$ cat config.mk
export PLATFORM = sky130hd
export DESIGN_NAME = sched_top
export DESIGN_NICKNAME = d
export VERILOG_FILES = /design/src/sched_pkg.sv /design/src/sched_config.sv /design/src/port_shaper.sv /design/src/queue_select.sv /design/src/port_arbiter.sv /design/src/sched_top.sv
export SDC_FILE = /design/constraint.sdc
export NUM_CORES = 1
export LEC_CHECK = 0
export BUFFER_PORTS_ARGS = -buffer_cell sky130_fd_sc_hd__buf_2
export CAP_MARGIN = 20
export CORE_MARGIN = 10
export CORE_UTILIZATION = 30
export DETAILED_ROUTE_END_ITERATION = 6
export PLACE_DENSITY = 0.44
export SLEW_MARGIN = 20
export SYNTH_ARGS = -nofsm -noshare
export SYNTH_HDL_FRONTEND = slang
export SYNTH_SLANG_ARGS = --single-unit
$ cat constraint.sdc
create_clock -name core_clk_ifc -period 4.59 [get_ports core_clk_ifc]
set_input_delay 0.2295 -clock core_clk_ifc [delete_from_list [all_inputs] [get_ports core_clk_ifc]]
set_output_delay 0.2295 -clock core_clk_ifc [all_outputs]
set_load 0.1 [all_outputs]
$ cat src/sched_pkg.sv
//////////////////////////////
// Egress scheduler types
//////////////////////////////

`default_nettype none

package sched_pkg;

    //////////////////////////////
    // Sizes and constants
    localparam int NUM_PORTS       = 4;
    localparam int QUEUES_PER_PORT = 4;
    localparam int NUM_QUEUES      = 16;
    localparam int WORD_BYTES      = 64;
    localparam int ETH_OVERHEAD    = 20;
    localparam int CREDIT_MAX      = 65535;
    localparam int CFG_ADDR_ENABLE = 0;
    localparam int CFG_ADDR_RATE   = 1;
    // Drain rate after reset, bytes per cycle
    localparam int RATE_RESET      = 8;

    //////////////////////////////
    // Vector types
    typedef logic [$clog2(NUM_PORTS)-1:0]       port_t;
    typedef logic [$clog2(QUEUES_PER_PORT)-1:0] prio_t;
    // Port in the upper bits, priority in the lower bits
    typedef logic [$clog2(NUM_QUEUES)-1:0]      queue_id_t;
    typedef logic [NUM_PORTS-1:0]               port_mask_t;
    typedef logic [NUM_QUEUES-1:0]              queue_mask_t;
    typedef logic [$clog2(WORD_BYTES+1)-1:0]    byte_cnt_t;
    typedef logic [15:0]                        credit_t;
    typedef logic [7:0]                         rate_t;
    typedef logic [0:0]                         cfg_addr_t;
    typedef logic [7:0]                         cfg_data_t;

    //////////////////////////////
    // Bus structs
    typedef struct packed {
        logic      valid;
        queue_id_t queue;
    } dq_req_t;

    typedef struct packed {
        logic      valid;
        queue_id_t queue;
        byte_cnt_t bytes;
        logic      last;
    } dq_note_t;

    typedef struct packed {
        logic      valid;
        cfg_addr_t addr;
        cfg_data_t data;
    } cfg_wr_t;

    // Split and build a global queue number
    function automatic port_t queue_port(input queue_id_t q);
        return q[$bits(queue_id_t)-1 -: $bits(port_t)];
    endfunction

    function automatic prio_t queue_prio(input queue_id_t q);
        return q[$bits(prio_t)-1:0];
    endfunction

    function automatic queue_id_t make_queue(input port_t p, input prio_t pr);
        return {p, pr};
    endfunction

endpackage

`default_nettype wire

$ cat src/sched_config.sv
//////////////////////////////
// Scheduler register block
//////////////////////////////

`timescale 1ns/1ps
`default_nettype none

module sched_config (
    input  logic                   core_clk_ifc,
    input  logic                   rst_n,
    input  sched_pkg::cfg_wr_t     cfg_wr,
    output sched_pkg::port_mask_t  port_enable,
    output sched_pkg::rate_t       drain_rate
);

    import sched_pkg::*;

    logic wr_enable;
    logic wr_rate;

    // Address decode, one strobe per register
    always_comb begin
        wr_enable = cfg_wr.valid && (cfg_wr.addr == cfg_addr_t'(CFG_ADDR_ENABLE));
        wr_rate   = cfg_wr.valid && (cfg_wr.addr == cfg_addr_t'(CFG_ADDR_RATE));
    end

    //////////////////////////////
    // Registers

    // Only the low bits map to ports
    always_ff @(posedge core_clk_ifc or negedge rst_n) begin
        if (!rst_n) begin
            port_enable <= '1;
        end else if (wr_enable) begin
            port_enable <= cfg_wr.data[NUM_PORTS-1:0];
        end
    end

    always_ff @(posedge core_clk_ifc or negedge rst_n) begin
        if (!rst_n) begin
            drain_rate <= rate_t'(RATE_RESET);
        end else if (wr_rate) begin
            drain_rate <= rate_t'(cfg_wr.data);
        end
    end

endmodule

`default_nettype wire

$ cat src/port_shaper.sv
//////////////////////////////
// Per-port byte shaper
//////////////////////////////

`timescale 1ns/1ps
`default_nettype none

module port_shaper (
    input  logic                   core_clk_ifc,
    input  logic                   rst_n,
    input  sched_pkg::dq_note_t    dq_note,
    input  sched_pkg::rate_t       drain_rate,
    output sched_pkg::port_mask_t  shaper_ok
);

    import sched_pkg::*;

    // Two spare bits so charge plus credit cannot wrap
    typedef logic [$bits(credit_t)+1:0] credit_wide_t;

    credit_t      credit      [NUM_PORTS];
    credit_t      credit_next [NUM_PORTS];
    credit_wide_t charge      [NUM_PORTS];
    credit_wide_t credit_sum  [NUM_PORTS];
    port_t        note_port;

    assign note_port = queue_port(dq_note.queue);

    //////////////////////////////
    // Charge and drain

    always_comb begin
        for (int p = 0; p < NUM_PORTS; p++) begin
            charge[p] = '0;
            if (dq_note.valid && (note_port == port_t'(p))) begin
                charge[p] = credit_wide_t'(dq_note.bytes);
                // Interframe gap and preamble at packet end
                if (dq_note.last) begin
                    charge[p] = charge[p] + credit_wide_t'(ETH_OVERHEAD);
                end
            end
            credit_sum[p] = credit_wide_t'(credit[p]) + charge[p];

            if (credit_sum[p] <= credit_wide_t'(drain_rate)) begin
                credit_next[p] = '0;
            end else if (credit_sum[p] - credit_wide_t'(drain_rate)
                         > credit_wide_t'(CREDIT_MAX)) begin
                credit_next[p] = credit_t'(CREDIT_MAX);
            end else begin
                credit_next[p] = credit_t'(credit_sum[p] - credit_wide_t'(drain_rate));
            end
        end
    end

    always_ff @(posedge core_clk_ifc or negedge rst_n) begin
        if (!rst_n) begin
            for (int p = 0; p < NUM_PORTS; p++) begin
                credit[p] <= '0;
            end
        end else begin
            for (int p = 0; p < NUM_PORTS; p++) begin
                credit[p] <= credit_next[p];
            end
        end
    end

    // Port may send once its credit has fully drained
    always_comb begin
        for (int p = 0; p < NUM_PORTS; p++) begin
            shaper_ok[p] = (credit[p] == '0);
        end
    end

endmodule

`default_nettype wire

$ cat src/queue_select.sv
//////////////////////////////
// Strict-priority queue pick
//////////////////////////////

`timescale 1ns/1ps
`default_nettype none

module queue_select (
    input  logic                   core_clk_ifc,
    input  logic                   rst_n,
    input  sched_pkg::queue_mask_t queue_empty,
    input  sched_pkg::dq_req_t     dq_req,
    input  sched_pkg::dq_note_t    dq_note,
    output sched_pkg::prio_t       port_queue [sched_pkg::NUM_PORTS],
    output sched_pkg::port_mask_t  has_work
);

    import sched_pkg::*;

    port_mask_t lock;
    prio_t      lock_prio [NUM_PORTS];
    prio_t      best_prio [NUM_PORTS];
    port_mask_t any_ready;
    port_t      req_port;
    port_t      note_port;

    assign req_port  = queue_port(dq_req.queue);
    assign note_port = queue_port(dq_note.queue);

    //////////////////////////////
    // Highest non-empty queue

    // Ascending scan so the highest number wins
    always_comb begin
        for (int p = 0; p < NUM_PORTS; p++) begin
            best_prio[p] = '0;
            any_ready[p] = 1'b0;
            for (int q = 0; q < QUEUES_PER_PORT; q++) begin
                if (!queue_empty[p*QUEUES_PER_PORT + q]) begin
                    best_prio[p] = prio_t'(q);
                    any_ready[p] = 1'b1;
                end
            end
        end
    end

    // A packet in progress keeps its queue
    always_comb begin
        for (int p = 0; p < NUM_PORTS; p++) begin
            if (lock[p]) begin
                port_queue[p] = lock_prio[p];
                has_work[p]   = 1'b1;
            end else begin
                port_queue[p] = best_prio[p];
                has_work[p]   = any_ready[p];
            end
        end
    end

    //////////////////////////////
    // Packet locks

    always_ff @(posedge core_clk_ifc or negedge rst_n) begin
        if (!rst_n) begin
            lock <= '0;
        end else begin
            for (int p = 0; p < NUM_PORTS; p++) begin
                if (dq_note.valid && dq_note.last && (note_port == port_t'(p))) begin
                    lock[p] <= 1'b0;
                end else if (dq_req.valid && (req_port == port_t'(p)) && !lock[p]) begin
                    lock[p] <= 1'b1;
                end
            end
        end
    end

    // Captured on the first request of a packet
    always_ff @(posedge core_clk_ifc) begin
        for (int p = 0; p < NUM_PORTS; p++) begin
            if (dq_req.valid && (req_port == port_t'(p)) && !lock[p]) begin
                lock_prio[p] <= queue_prio(dq_req.queue);
            end
        end
    end

endmodule

`default_nettype wire

$ cat src/port_arbiter.sv
//////////////////////////////
// Round-robin port arbiter
//////////////////////////////

`timescale 1ns/1ps
`default_nettype none

module port_arbiter (
    input  logic                   core_clk_ifc,
    input  logic                   rst_n,
    input  sched_pkg::port_mask_t  port_enable,
    input  sched_pkg::port_mask_t  egr_ready,
    input  sched_pkg::port_mask_t  shaper_ok,
    input  sched_pkg::port_mask_t  has_work,
    input  sched_pkg::prio_t       port_queue [sched_pkg::NUM_PORTS],
    input  sched_pkg::dq_note_t    dq_note,
    output sched_pkg::dq_req_t     dq_req
);

    import sched_pkg::*;

    port_mask_t outstanding;
    port_mask_t eligible;
    port_t      last_grant;
    port_t      pick;
    logic       pick_valid;
    port_t      note_port;

    assign note_port = queue_port(dq_note.queue);
    assign eligible  = port_enable & egr_ready & shaper_ok & has_work & ~outstanding;

    // First eligible port after the last grant, wrapping
    always_comb begin
        port_t cand;
        pick       = '0;
        pick_valid = 1'b0;
        for (int i = 1; i <= NUM_PORTS; i++) begin
            cand = last_grant + port_t'(i);
            if (!pick_valid && eligible[cand]) begin
                pick       = cand;
                pick_valid = 1'b1;
            end
        end
    end

    //////////////////////////////
    // Request register

    always_ff @(posedge core_clk_ifc or negedge rst_n) begin
        if (!rst_n) begin
            dq_req     <= '0;
            last_grant <= port_t'(NUM_PORTS - 1);
        end else begin
            dq_req.valid <= pick_valid;
            dq_req.queue <= make_queue(pick, port_queue[pick]);
            if (pick_valid) begin
                last_grant <= pick;
            end
        end
    end

    // One request in flight per port until its note returns
    always_ff @(posedge core_clk_ifc or negedge rst_n) begin
        if (!rst_n) begin
            outstanding <= '0;
        end else begin
            for (int p = 0; p < NUM_PORTS; p++) begin
                if (pick_valid && (pick == port_t'(p))) begin
                    outstanding[p] <= 1'b1;
                end else if (dq_note.valid && (note_port == port_t'(p))) begin
                    outstanding[p] <= 1'b0;
                end
            end
        end
    end

endmodule

`default_nettype wire

$ cat src/sched_top.sv
//////////////////////////////
// Egress scheduler top
//////////////////////////////

`timescale 1ns/1ps
`default_nettype none

module sched_top (
    input  logic                   core_clk_ifc,
    input  logic                   rst_n,
    input  sched_pkg::cfg_wr_t     cfg_wr,
    input  sched_pkg::queue_mask_t queue_empty,
    input  sched_pkg::port_mask_t  egr_ready,
    input  sched_pkg::dq_note_t    dq_note,
    output sched_pkg::dq_req_t     dq_req
);

    import sched_pkg::*;

    port_mask_t port_enable;
    rate_t      drain_rate;
    port_mask_t shaper_ok;
    port_mask_t has_work;
    prio_t      port_queue [NUM_PORTS];

    sched_config u_config (
        .core_clk_ifc (core_clk_ifc),
        .rst_n        (rst_n),
        .cfg_wr       (cfg_wr),
        .port_enable  (port_enable),
        .drain_rate   (drain_rate)
    );

    port_shaper u_shaper (
        .core_clk_ifc (core_clk_ifc),
        .rst_n        (rst_n),
        .dq_note      (dq_note),
        .drain_rate   (drain_rate),
        .shaper_ok    (shaper_ok)
    );

    queue_select u_queue_select (
        .core_clk_ifc (core_clk_ifc),
        .rst_n        (rst_n),
        .queue_empty  (queue_empty),
        .dq_req       (dq_req),
        .dq_note      (dq_note),
        .port_queue   (port_queue),
        .has_work     (has_work)
    );

    port_arbiter u_arbiter (
        .core_clk_ifc (core_clk_ifc),
        .rst_n        (rst_n),
        .port_enable  (port_enable),
        .egr_ready    (egr_ready),
        .shaper_ok    (shaper_ok),
        .has_work     (has_work),
        .port_queue   (port_queue),
        .dq_note      (dq_note),
        .dq_req       (dq_req)
    );

endmodule

`default_nettype wire

Word-level counts from Yosys, hierarchy flattened. Memories as Yosys holds them, arrays and structs flattened. Index checks and enable logic that the tools add are counted.

Logic and storage cells: 211. Flip-flop bits (word level): 91. Output and inout bits: 5. RAM bits: 8. Memories kept: 1.

Bitwise operators: 7. Magnitude comparators: 13. Multiplexer cells: 101. Equal/unequal tests: 9. Add/subtract/negate cells: 12. Reduce and logical (&&, ||, !) cells: 51.

Memories: u_queue_select.lock_prio (words 4, bits a word 2, read ports 4, clocked after Yosys merged registers in 0, write ports 1, RTL line queue_select.sv:21) `prio_t lock_prio [NUM_PORTS];`.

Operators by type and width (count): 16-bit 2-to-1 mux (8); 18-bit 2-to-1 mux (5); 16-bit by 18-bit adder with 18-bit output (4); 18-bit by 16-bit > comparator with 1-bit output, second input constant (4); 18-bit by 8-bit less-or-equal comparator with 1-bit output (4); 18-bit by 8-bit subtractor with 18-bit output (4); 16-bit logical NOT (4); 1-bit 2-to-1 mux (59); 2-bit 2-to-1 mux (24); 1-bit logical AND (26); 4-bit AND (4); 2-bit nonzero test (8); 2-bit equality test, second input constant (6); 2-bit by 3-bit < comparator with 1-bit output, second input constant (4); 7-bit by 5-bit adder with 8-bit output, second input constant (1); 1-bit binary-select mux with 2-bit select (4); 1-bit logical NOT (7); 2-bit by 1-bit equality test with 1-bit output, second input constant (3); 2-bit logical NOT (3); 2-bit OR reduction (3); 2-bit adder, second input constant (2); 2-bit binary-select mux with 2-bit select (1); 4-bit NOT (1); 3-bit greater-or-equal comparator, second input constant (1); other kinds (3) (3).

Longest topological paths before layout. Gate-level depths: netlist of run 1.

Depth in word-level cells: 23. Mapped depth: 24.

Modules after synthesis. From an unflattened synthesis of run 1, not the netlist that was laid out.

Cell total of the unflattened synthesis: 1008. Area, all modules: 8762.2 µm².

By module, submodules not included: port_shaper (sequential area each 1601.5 µm², times used 1, area an instance 7041.8 µm², cells each 865); queue_select (sequential area each 340.3 µm², times used 1, area an instance 630.6 µm², cells each 59); port_arbiter (sequential area each 277.8 µm², times used 1, area an instance 623.1 µm², cells each 58); sched_config (sequential area each 306.5 µm², times used 1, area an instance 466.7 µm², cells each 26).

Least setup slack after synthesis of run 1. OpenSTA, ideal clock, no wires.

Path type: input port to flip-flop. From: input port dq_note[12] (netlist name). To: register u_shaper.credit[45] (netlist name). Stages on the path: 21. Path slack: 0.604 ns. Arrival: 3.864 ns. Path through: clkbuf_1 -> nor2b_1 -> nand2_1 -> nor2_1 -> ha_1 -> inv_1 -> fa_1 -> nor2b_1 -> o21ai_0 -> and2_1 -> o21ai_0 -> xor2_1 -> ha_1 -> or2_2 -> a21oi_1 -> inv_1 -> o41ai_1 -> o21ai_1 -> mux2i_1 -> xnor2_1 -> a21oi_2.

RTL lines: start: declaration (RTL line sched_top.sv:14) `input sched_pkg::dq_note_t dq_note,`; end signal: indexed assignment (RTL line port_shaper.sv:62) `credit[p] <= credit_next[p];`; end: declaration (RTL line port_shaper.sv:21) `credit_t credit [NUM_PORTS];`.

==> results of run 1 <==
## layer usage
metal | track usage | wire (um) | share of wire | vias to the layer above
met4 | 0.03005 | 212 | 0.0085 | 0
met5 | 0 | 0 | 0 | -
met1 | 0.2022 | 13040 | 0.52 | 3504
met3 | 0.01977 | 1032 | 0.042 | 13
met2 | 0.2058 | 10560 | 0.42 | 108
li1 | - | - | - | 3776
## report_power, final
group	internal (W)	switching [W]
clock network	0.000426	0.000382
registers	0.00124	0.000404
logic	0.00186	0.00209
## area by class of cell
type,instances,area share
Multi-Input combinational cell,818,0.5869
Sequential cell,99,0.2511
Timing Repair Buffer,93,0.06070
Tap cell,384,0.04776
Inverter,65,0.02425
Clock buffer,10,0.02276
Clock inverter,6,0.006468
## state kept, by name, indices dropped and copies added (netlist names)
signal / flops
u_arbiter.dq_req: 5
u_shaper.credit: 64
u_queue_select.lock_prio: 8
u_queue_select.lock: 4
u_config.drain_rate: 8
u_arbiter.last_grant: 2
u_arbiter.outstanding: 4
u_config.port_enable: 4
## through the flow
| step | utilization | setup slack [ns] |
|---|---|---|
| CTS | 0.3477 | 0.5829 |
| global route | 0.3477 | 0.2768 |
| floorplan | - | 0.6040 |
| finish | 0.3477 | 0.5954 |
| global placement | 0.3372 | 0.2468 |
| detailed placement | 0.3372 | 0.1986 |
## critical path, delay by kind of cell
kind | cells | cell delay [ns]
buf+inv | 1 | 0.15
compound gates | 5 | 1.39
xor+xnor | 1 | 0.15
simple gates | 8 | 1.50
fa+ha+maj | 2 | 0.78
## Yosys cell counts (14+ instances only)
library cell	instances	area share
nor2_1	87	0.037
nand2b_1	14	0.0099
mux2_2	14	0.018
nor3_1	28	0.016
nor2b_1	19	0.013
inv_1	65	0.028
o21ai_0	58	0.033
clkbuf_1	16	0.0068
a21oi_2	31	0.031
xnor2_1	71	0.070
o21ai_1	17	0.0096
xor2_1	26	0.026
mux2i_1	20	0.023
nand3_1	26	0.015
nor4_1	15	0.011
ha_1	65	0.092
a21oi_1	60	0.034
nand4_1	20	0.014
nand2_1	60	0.025
dfrtp_1	84	0.24
## worst max-delay path by stage
stage	end	cells after the start	slack, ns	from
final	u_shaper.credit[30]$_DFF_PN0_	17	0.60	dq_note[10]
after global routing	u_shaper.credit[31]$_DFF_PN0_	18	0.28	dq_note[3]
after CTS	u_shaper.credit[30]$_DFF_PN0_	17	0.58	dq_note[10]
after detailed placement	u_shaper.credit[30]$_DFF_PN0_	17	0.20	dq_note[10]
after global placement	u_shaper.credit[17]$_DFF_PN0_	17	0.25	dq_note[10]
after floorplan	u_shaper.credit[45]$_DFF_PN0_	21	0.60	dq_note[12]
## kinds of logic after synthesis
kind of cell	Yosys count
compound gates	264
xor+xnor	97
buf+inv	96
flops	99
fa+ha+maj	73
simple gates	347
mux	37
==> summary.md, run 1 <==
| Metric | Value |
|---|---|
| Status | `complete, no violations` |
| Ant diodes | `0` |
| I/O pins | `50` |
| Setup Crit Path Kind | `in -> reg` |
| Adder-Cell Fraction of Synth Area | `0.1099` |
| Slew headroom | `0.2994` |
| Number of cells in the design after placement | `1458` |
| Largest net degree at the start of global routing | `49` |
| Count of non-filler cells in the finished layout | `between 1000 and 1500` |
| Area Overhead vs Synth | `13.57%` |
| Chip width | `191.8 um` |
| Final min period | `3.995 ns` |
| Core ar. | `~29000 um2` |
| CTS clk-pin slew, worst paths | `0.07 ns` |
| CP endpoint kind | `register` |
| Max Cap Violations | `0` |
| Pins Over Slew Limit | `0` |
| Worst EP arrival | `4.19 ns` |
| Register area share after synthesis | `0.2852` |
| Layout Nets | `1204` |
| First-pass GRT wire length | `40.04 mm` |
| Post-synth top flop | `dfrtp_1` |
| Postcts setup bufs | `0` |
| Maximum single-stage delay on the critical path | `between 0.7 and 0.8 ns` |
| GRT Util Overall | `0.1372` |
| TNS Setup | `0 ns` |
| Hold_ws | `0.09721 ns` |
| Power per Cell Area | `637.0 nW/um2` |
| Post-synth EDFFs | `8` |
| Synth Area in Compound Gates | `0.2054` |
| Worst hold path depth | `2` |
| Worst Max-Slew Pin Slew | `1.050 ns` |
| Mux contribution to synthesized area | `0.04450` |
| Multi-input logic area | `5904 um2` |
| Max VDD drop | `0.2055 mV` |
| GP Congestion | `0.7709` |
| Post-Synth Simple-Gate Area | `0.2109` |
| CTS HTree Levels | `3` |
| Unrepaired setup endpoints after global routing | `false` |
| Via count | `around 7400` |
| Tcrit/Tclk final | `0.8703` |
| Final wirelength | `24.84 mm` |
| Layout cells sized above 1 | `0.1934` |
| DIE AREA | `36800 um2` |
| Initial antenna violation count | `1` |
| Cell Rows | `slightly above 60` |
| Critical R2R Launch | `u_shaper.credit[16]$_DFF_PN0_` |
| Synth Net Count | `1131` |
| Hold path startpoint | `cfg_wr[5]` |
| Crit path max-delay cell type | `a2bb2oi_2` |
| Commonest non-fill, non-tap cell in the layout | `nor2_1` |
| Hold endpoint | `u_config.drain_rate[5]$_DFFE_PN0P_` |
| Leak | `between 4 and 5 nW` |
| Iter 0 DRT Violations | `347` |
| Cells along the critical path | `buf_2, nand3b_1, or2_2, fa_1, nand2b_1, nand2b_1, a21oi_1, xnor2_1, ha_1, nand2_1, o21ai_0, o21ai_0, nor2_1, or2b_2, or2b_2, a2bb2oi_2, a21oi_1` |
| WL/cell | `16.84 um` |
| DR DRC count | `0` |
| Main combinational cell family by area after synthesis | `simple AND/OR/NAND/NOR gates` |
| Router iterations before antenna repair | `5` |
| Initial Utilization | `0.3061` |
| Reg2Reg Depth | `16` |
| WP data required | `around 4.8 ns` |
| Clock root cell | `clkbuf_16` |
| Post-synth ARST share | `0.9192` |
| # setup viols final | `0` |
| Syn Inst Count | `1013` |
| FF/Latch Area | `between 2000 and 3000 um2` |
| Fmax | `around 250 MHz` |
| Worst-path fanout max | `16` |
| Distinct cells, synth | `93` |
| Number of fill cells | `slightly above 3000` |
| FF-to-FF setup slack | `0.62 ns` |
| Total CTS buffers | `9` |
| CTS max path bufs | `2` |
| Hold Fails Final Rpt | `0` |
| R2r endpoint | `u_shaper.credit[30]$_DFF_PN0_` |
| Total power | `0.006408 W` |
| Post-synthesis average cell area | `8.744 um2` |
| Gr ovfl total | `0` |
| Port buffer count | `47` |
| Placed inst area | `9756 um2` |
| Synth Register Bits | `99` |
| Synth Area in XOR/XNOR | `0.09592` |
| Die height | `191.8 um` |
| Gates resized, CTS repair | `0` |
| Vias in the first global route | `approximately 7300` |
| Most frequent cells in the layout | `nor2_1 (87), dfrtp_1 (84), xnor2_1 (71), inv_1 (65), ha_1 (65)` |
| Post-DP HPWL | `19.49 mm` |
| Hold Path Class | `in -> reg` |
| Cts hold-fix bufs | `1` |
| Design area | `10060 um2` |
| Synth Warn # | `0` |
| CP startpoint kind | `input port` |
| CTS tree | `built` |
| Antenna-violating nets left | `0` |
| Clock Latency Late Sink | `0.37 ns` |
| Mapped Area | `8857 um2` |
| Via-to-Cell Ratio | `5.018` |
| # clock sinks | `99` |
| Clk_skew | `0.01751 ns` |
Power figures use the tool's default switching activity.
==> run 2: changes to the inputs <==
GPL_TIMING_DRIVEN = 0   (was not set)
==> run 2 against run 1 <==
Clock power is 2% lower. Highest routed layer unchanged. Die area stayed put. Critical path type unchanged. First-iteration DRC count increased by 17%.
==> summary.md, run 2 (synthesis results as in run 1) <==
| Metric | Value |
|---|---|
| Status | `complete, no violations` |
| Part of the power in registers | `0.244 (-0.012)` |
| Core ar. | `28940 um2 (unchanged)` |
| CP startpoint kind | `input port` |
| # setup viols final | `0 (unchanged)` |
| Ant diodes | `0 (unchanged)` |
| Hold Fails Final Rpt | `0 (unchanged)` |
| CTS clk-pin slew, worst paths | `0.08 ns (about the same)` |
| Antenna-violating nets left | `0 (unchanged)` |
| Via count | `7349 (-0.70%)` |
| R2r endpoint | `u_shaper.credit[45]$_DFF_PN0_` |
| Worst-path fanout max | `10 (-6)` |
| Hold Path Class | `in -> reg` |
| Vias in the first global route | `7111 (-2.0%)` |
| # clock sinks | `99 (unchanged)` |
| Tcrit/Tclk final | `0.9165 (+0.04617)` |
| Router iterations before antenna repair | `5 (unchanged)` |
| Clock root cell | `clkbuf_16` |
| GRT Util Overall | `0.1356 (-0.001657)` |
| Largest register by flop count | `u_shaper.credit` |
| Total power | `0.006282 W (-2.0%)` |
| WL/cell | `16.91 um (+0.41%)` |
| Unrepaired setup endpoints after global routing | `false` |
| DIE AREA | `36800 um2 (unchanged)` |
| Max Cap Violations | `0 (unchanged)` |
| Worst EP arrival | `4.46 ns (+0.27 ns)` |
| Psw | `0.002882 W (+0.16%)` |
| Top Registers | `u_shaper.credit (64), u_config.drain_rate (8), u_queue_select.lock_prio (8)` |
| Setup Crit Path Kind | `in -> reg` |
| P_int | `0.003400 W (-3.7%)` |
| GP Congestion | `0.8367 (+8.5%)` |
| Hold endpoint | `u_config.drain_rate[4]$_DFFE_PN0P_` |
| Most frequent cells in the layout | `nor2_1 (87), dfrtp_1 (84), xnor2_1 (71), inv_1 (65), ha_1 (65)` |
| Max reg flops | `64 (unchanged)` |
| First-pass GRT wire length | `39.46 mm (-1.4%)` |
| CTS tree | `built` |
| WP data required | `4.85 ns (+0.07 ns)` |
| Largest net degree at the start of global routing | `70 (+43%)` |
| Number of fill cells | `2964 (-2.5%)` |
| Iter 0 DRT Violations | `407 (+17%)` |
| Max VDD drop | `0.1965 mV (-4.4%)` |
| Comb power frac | `0.630 (+0.012)` |
| Critical R2R Launch | `u_shaper.credit[32]$_DFF_PN0_` |
| Net Sw Frac | `0.4588 (+0.009706)` |
| Area Overhead vs Synth | `12.12%` |
| Clock Latency Late Sink | `0.36 ns (about the same)` |
| Cell Rows | `62 (unchanged)` |
| Die height | `191.8 um (unchanged)` |
| Commonest non-fill, non-tap cell in the layout | `nor2_1` |
| Gr ovfl total | `0 (unchanged)` |
| Chip width | `191.8 um (unchanged)` |
| Final wirelength | `24.69 mm (-0.61%)` |
| DR DRC count | `0 (unchanged)` |
| Port buffer count | `43 (-8.5%)` |
| Initial antenna violation count | `1 (unchanged)` |
| CTS max path bufs | `2 (unchanged)` |
| CP endpoint kind | `register` |
| Worst hold path depth | `2 (unchanged)` |
| Reg2Reg Depth | `17 (+1)` |
| Via-to-Cell Ratio | `5.034 (+0.32%)` |
| TNS Setup | `0 ns (unchanged)` |
| Fmax | `237.7 MHz (-5.0%)` |
| Initial Utilization | `0.3061 (unchanged)` |
| Final min period | `4.207 ns (+0.2119 ns)` |
| Power per Cell Area | `632.6 nW/um2 (-0.69%)` |
| Leak | `4.169 nW (-2.6%)` |
| CTS HTree Levels | `3 (unchanged)` |
| Pins Over Slew Limit | `0 (unchanged)` |
| FF-to-FF setup slack | `0.74 ns (+0.12 ns)` |
| Post-DP HPWL | `19.38 mm (-0.60%)` |
| Hold_ws | `0.09725 ns (+0.00003860 ns)` |
| Clk_skew | `0.01020 ns (-0.007311 ns)` |
| Clock Power Share | `0.125 (about the same)` |
| Layout cells sized above 1 | `0.1729 (-0.02054)` |
| Slew headroom | `0.4159 (+0.1165)` |
| Worst Max-Slew Pin Slew | `0.8698 ns (-0.1801 ns)` |
| Total CTS buffers | `9 (unchanged)` |
| I/O pins | `50 (unchanged)` |
| Layout Nets | `1189 (-1.2%)` |
| Hold path startpoint | `cfg_wr[4]` |
run 2: how the worst max path moves through the flow:
stage / start / endpoint / slack [ns]
after global placement: dq_note[12] / u_shaper.credit[45]$_DFF_PN0_ / -0.37
after floorplan: dq_note[12] / u_shaper.credit[45]$_DFF_PN0_ / 0.60
after global routing: dq_note[11] / u_shaper.credit[62]$_DFF_PN0_ / 0.001
final: dq_note[10] / u_shaper.credit[45]$_DFF_PN0_ / 0.38
after detailed placement: dq_note[12] / u_shaper.credit[45]$_DFF_PN0_ / -0.35
after CTS: dq_note[12] / u_shaper.credit[45]$_DFF_PN0_ / 0.02
run 2: power by group through the flow:
stage	Clock (W)	Sequential, W	Combinational [W]
after global routing	0.000853	0.00158	0.00447
after CTS	0.000824	0.00154	0.00396
after detailed placement	0	0.00156	0.00393
after global placement	0	0.00156	0.00394
final	0.000788	0.00154	0.00396
after floorplan	0	0.00146	0.00320
run 2: area by class of cell:
type	count	area [um2]	area share
Buffer	31	186.4	0.01877
Clock buffer	10	239.0	0.02406
Clock inverter	6	52.55	0.005292
Inverter	65	244.0	0.02457
Multi-Input combinational cell	818	5928	0.5970
Sequential cell	99	2526	0.2544
Tap cell	384	480.5	0.04838
Timing Repair Buffer	47	274.0	0.02759
run 2: through the flow:
stage	cell area, um2	cells	worst slack [ns]	util
after CTS	9888	1458	0.02036	0.3417
final	9931	1460	0.3835	0.3432
after floorplan	8857	1013	0.6040	-
after global placement	9553	1440	-0.3651	0.3301
after global routing	9931	1460	0.001224	0.3432
after detailed placement	9587	1441	-0.3468	0.3313
run 2: worst max-delay path, cell delays in order:
cell and delay [ns]:
clkbuf_1 0.37, nand2_1 0.31, nor2_1 0.17, ha_1 0.22, inv_1 0.07, fa_1 0.40, nor2b_1 0.11, o21ai_0 0.14
and2_1 0.22, o21ai_0 0.21, xor2_1 0.23, ha_1 0.31, or2_2 0.29, a21oi_1 0.19, a21oi_1 0.16, inv_1 0.16
nor2_1 0.07, nor2_2 0.25, buf_4 0.28, a21oi_2 0.04
run 2: repair_timing:
item / 4_1_cts / 5_1_grt
endpoints found under the setup margin: 0 / 43
hold endpoints to repair: 22 / 0
gates resized for setup: 0 / 8
buffers inserted: 0 / 2
hold buffers: 1 / 0
run 2: routing by layer:
layer / up-vias / global-route usage / part of all wire
li1: 3753 / - / -
met1: 3444 / 0.1967 / 0.52
met2: 133 / 0.2042 / 0.43
met3: 19 / 0.02031 / 0.043
met4: 0 / 0.03486 / 0.011
met5: - / 0 / 0
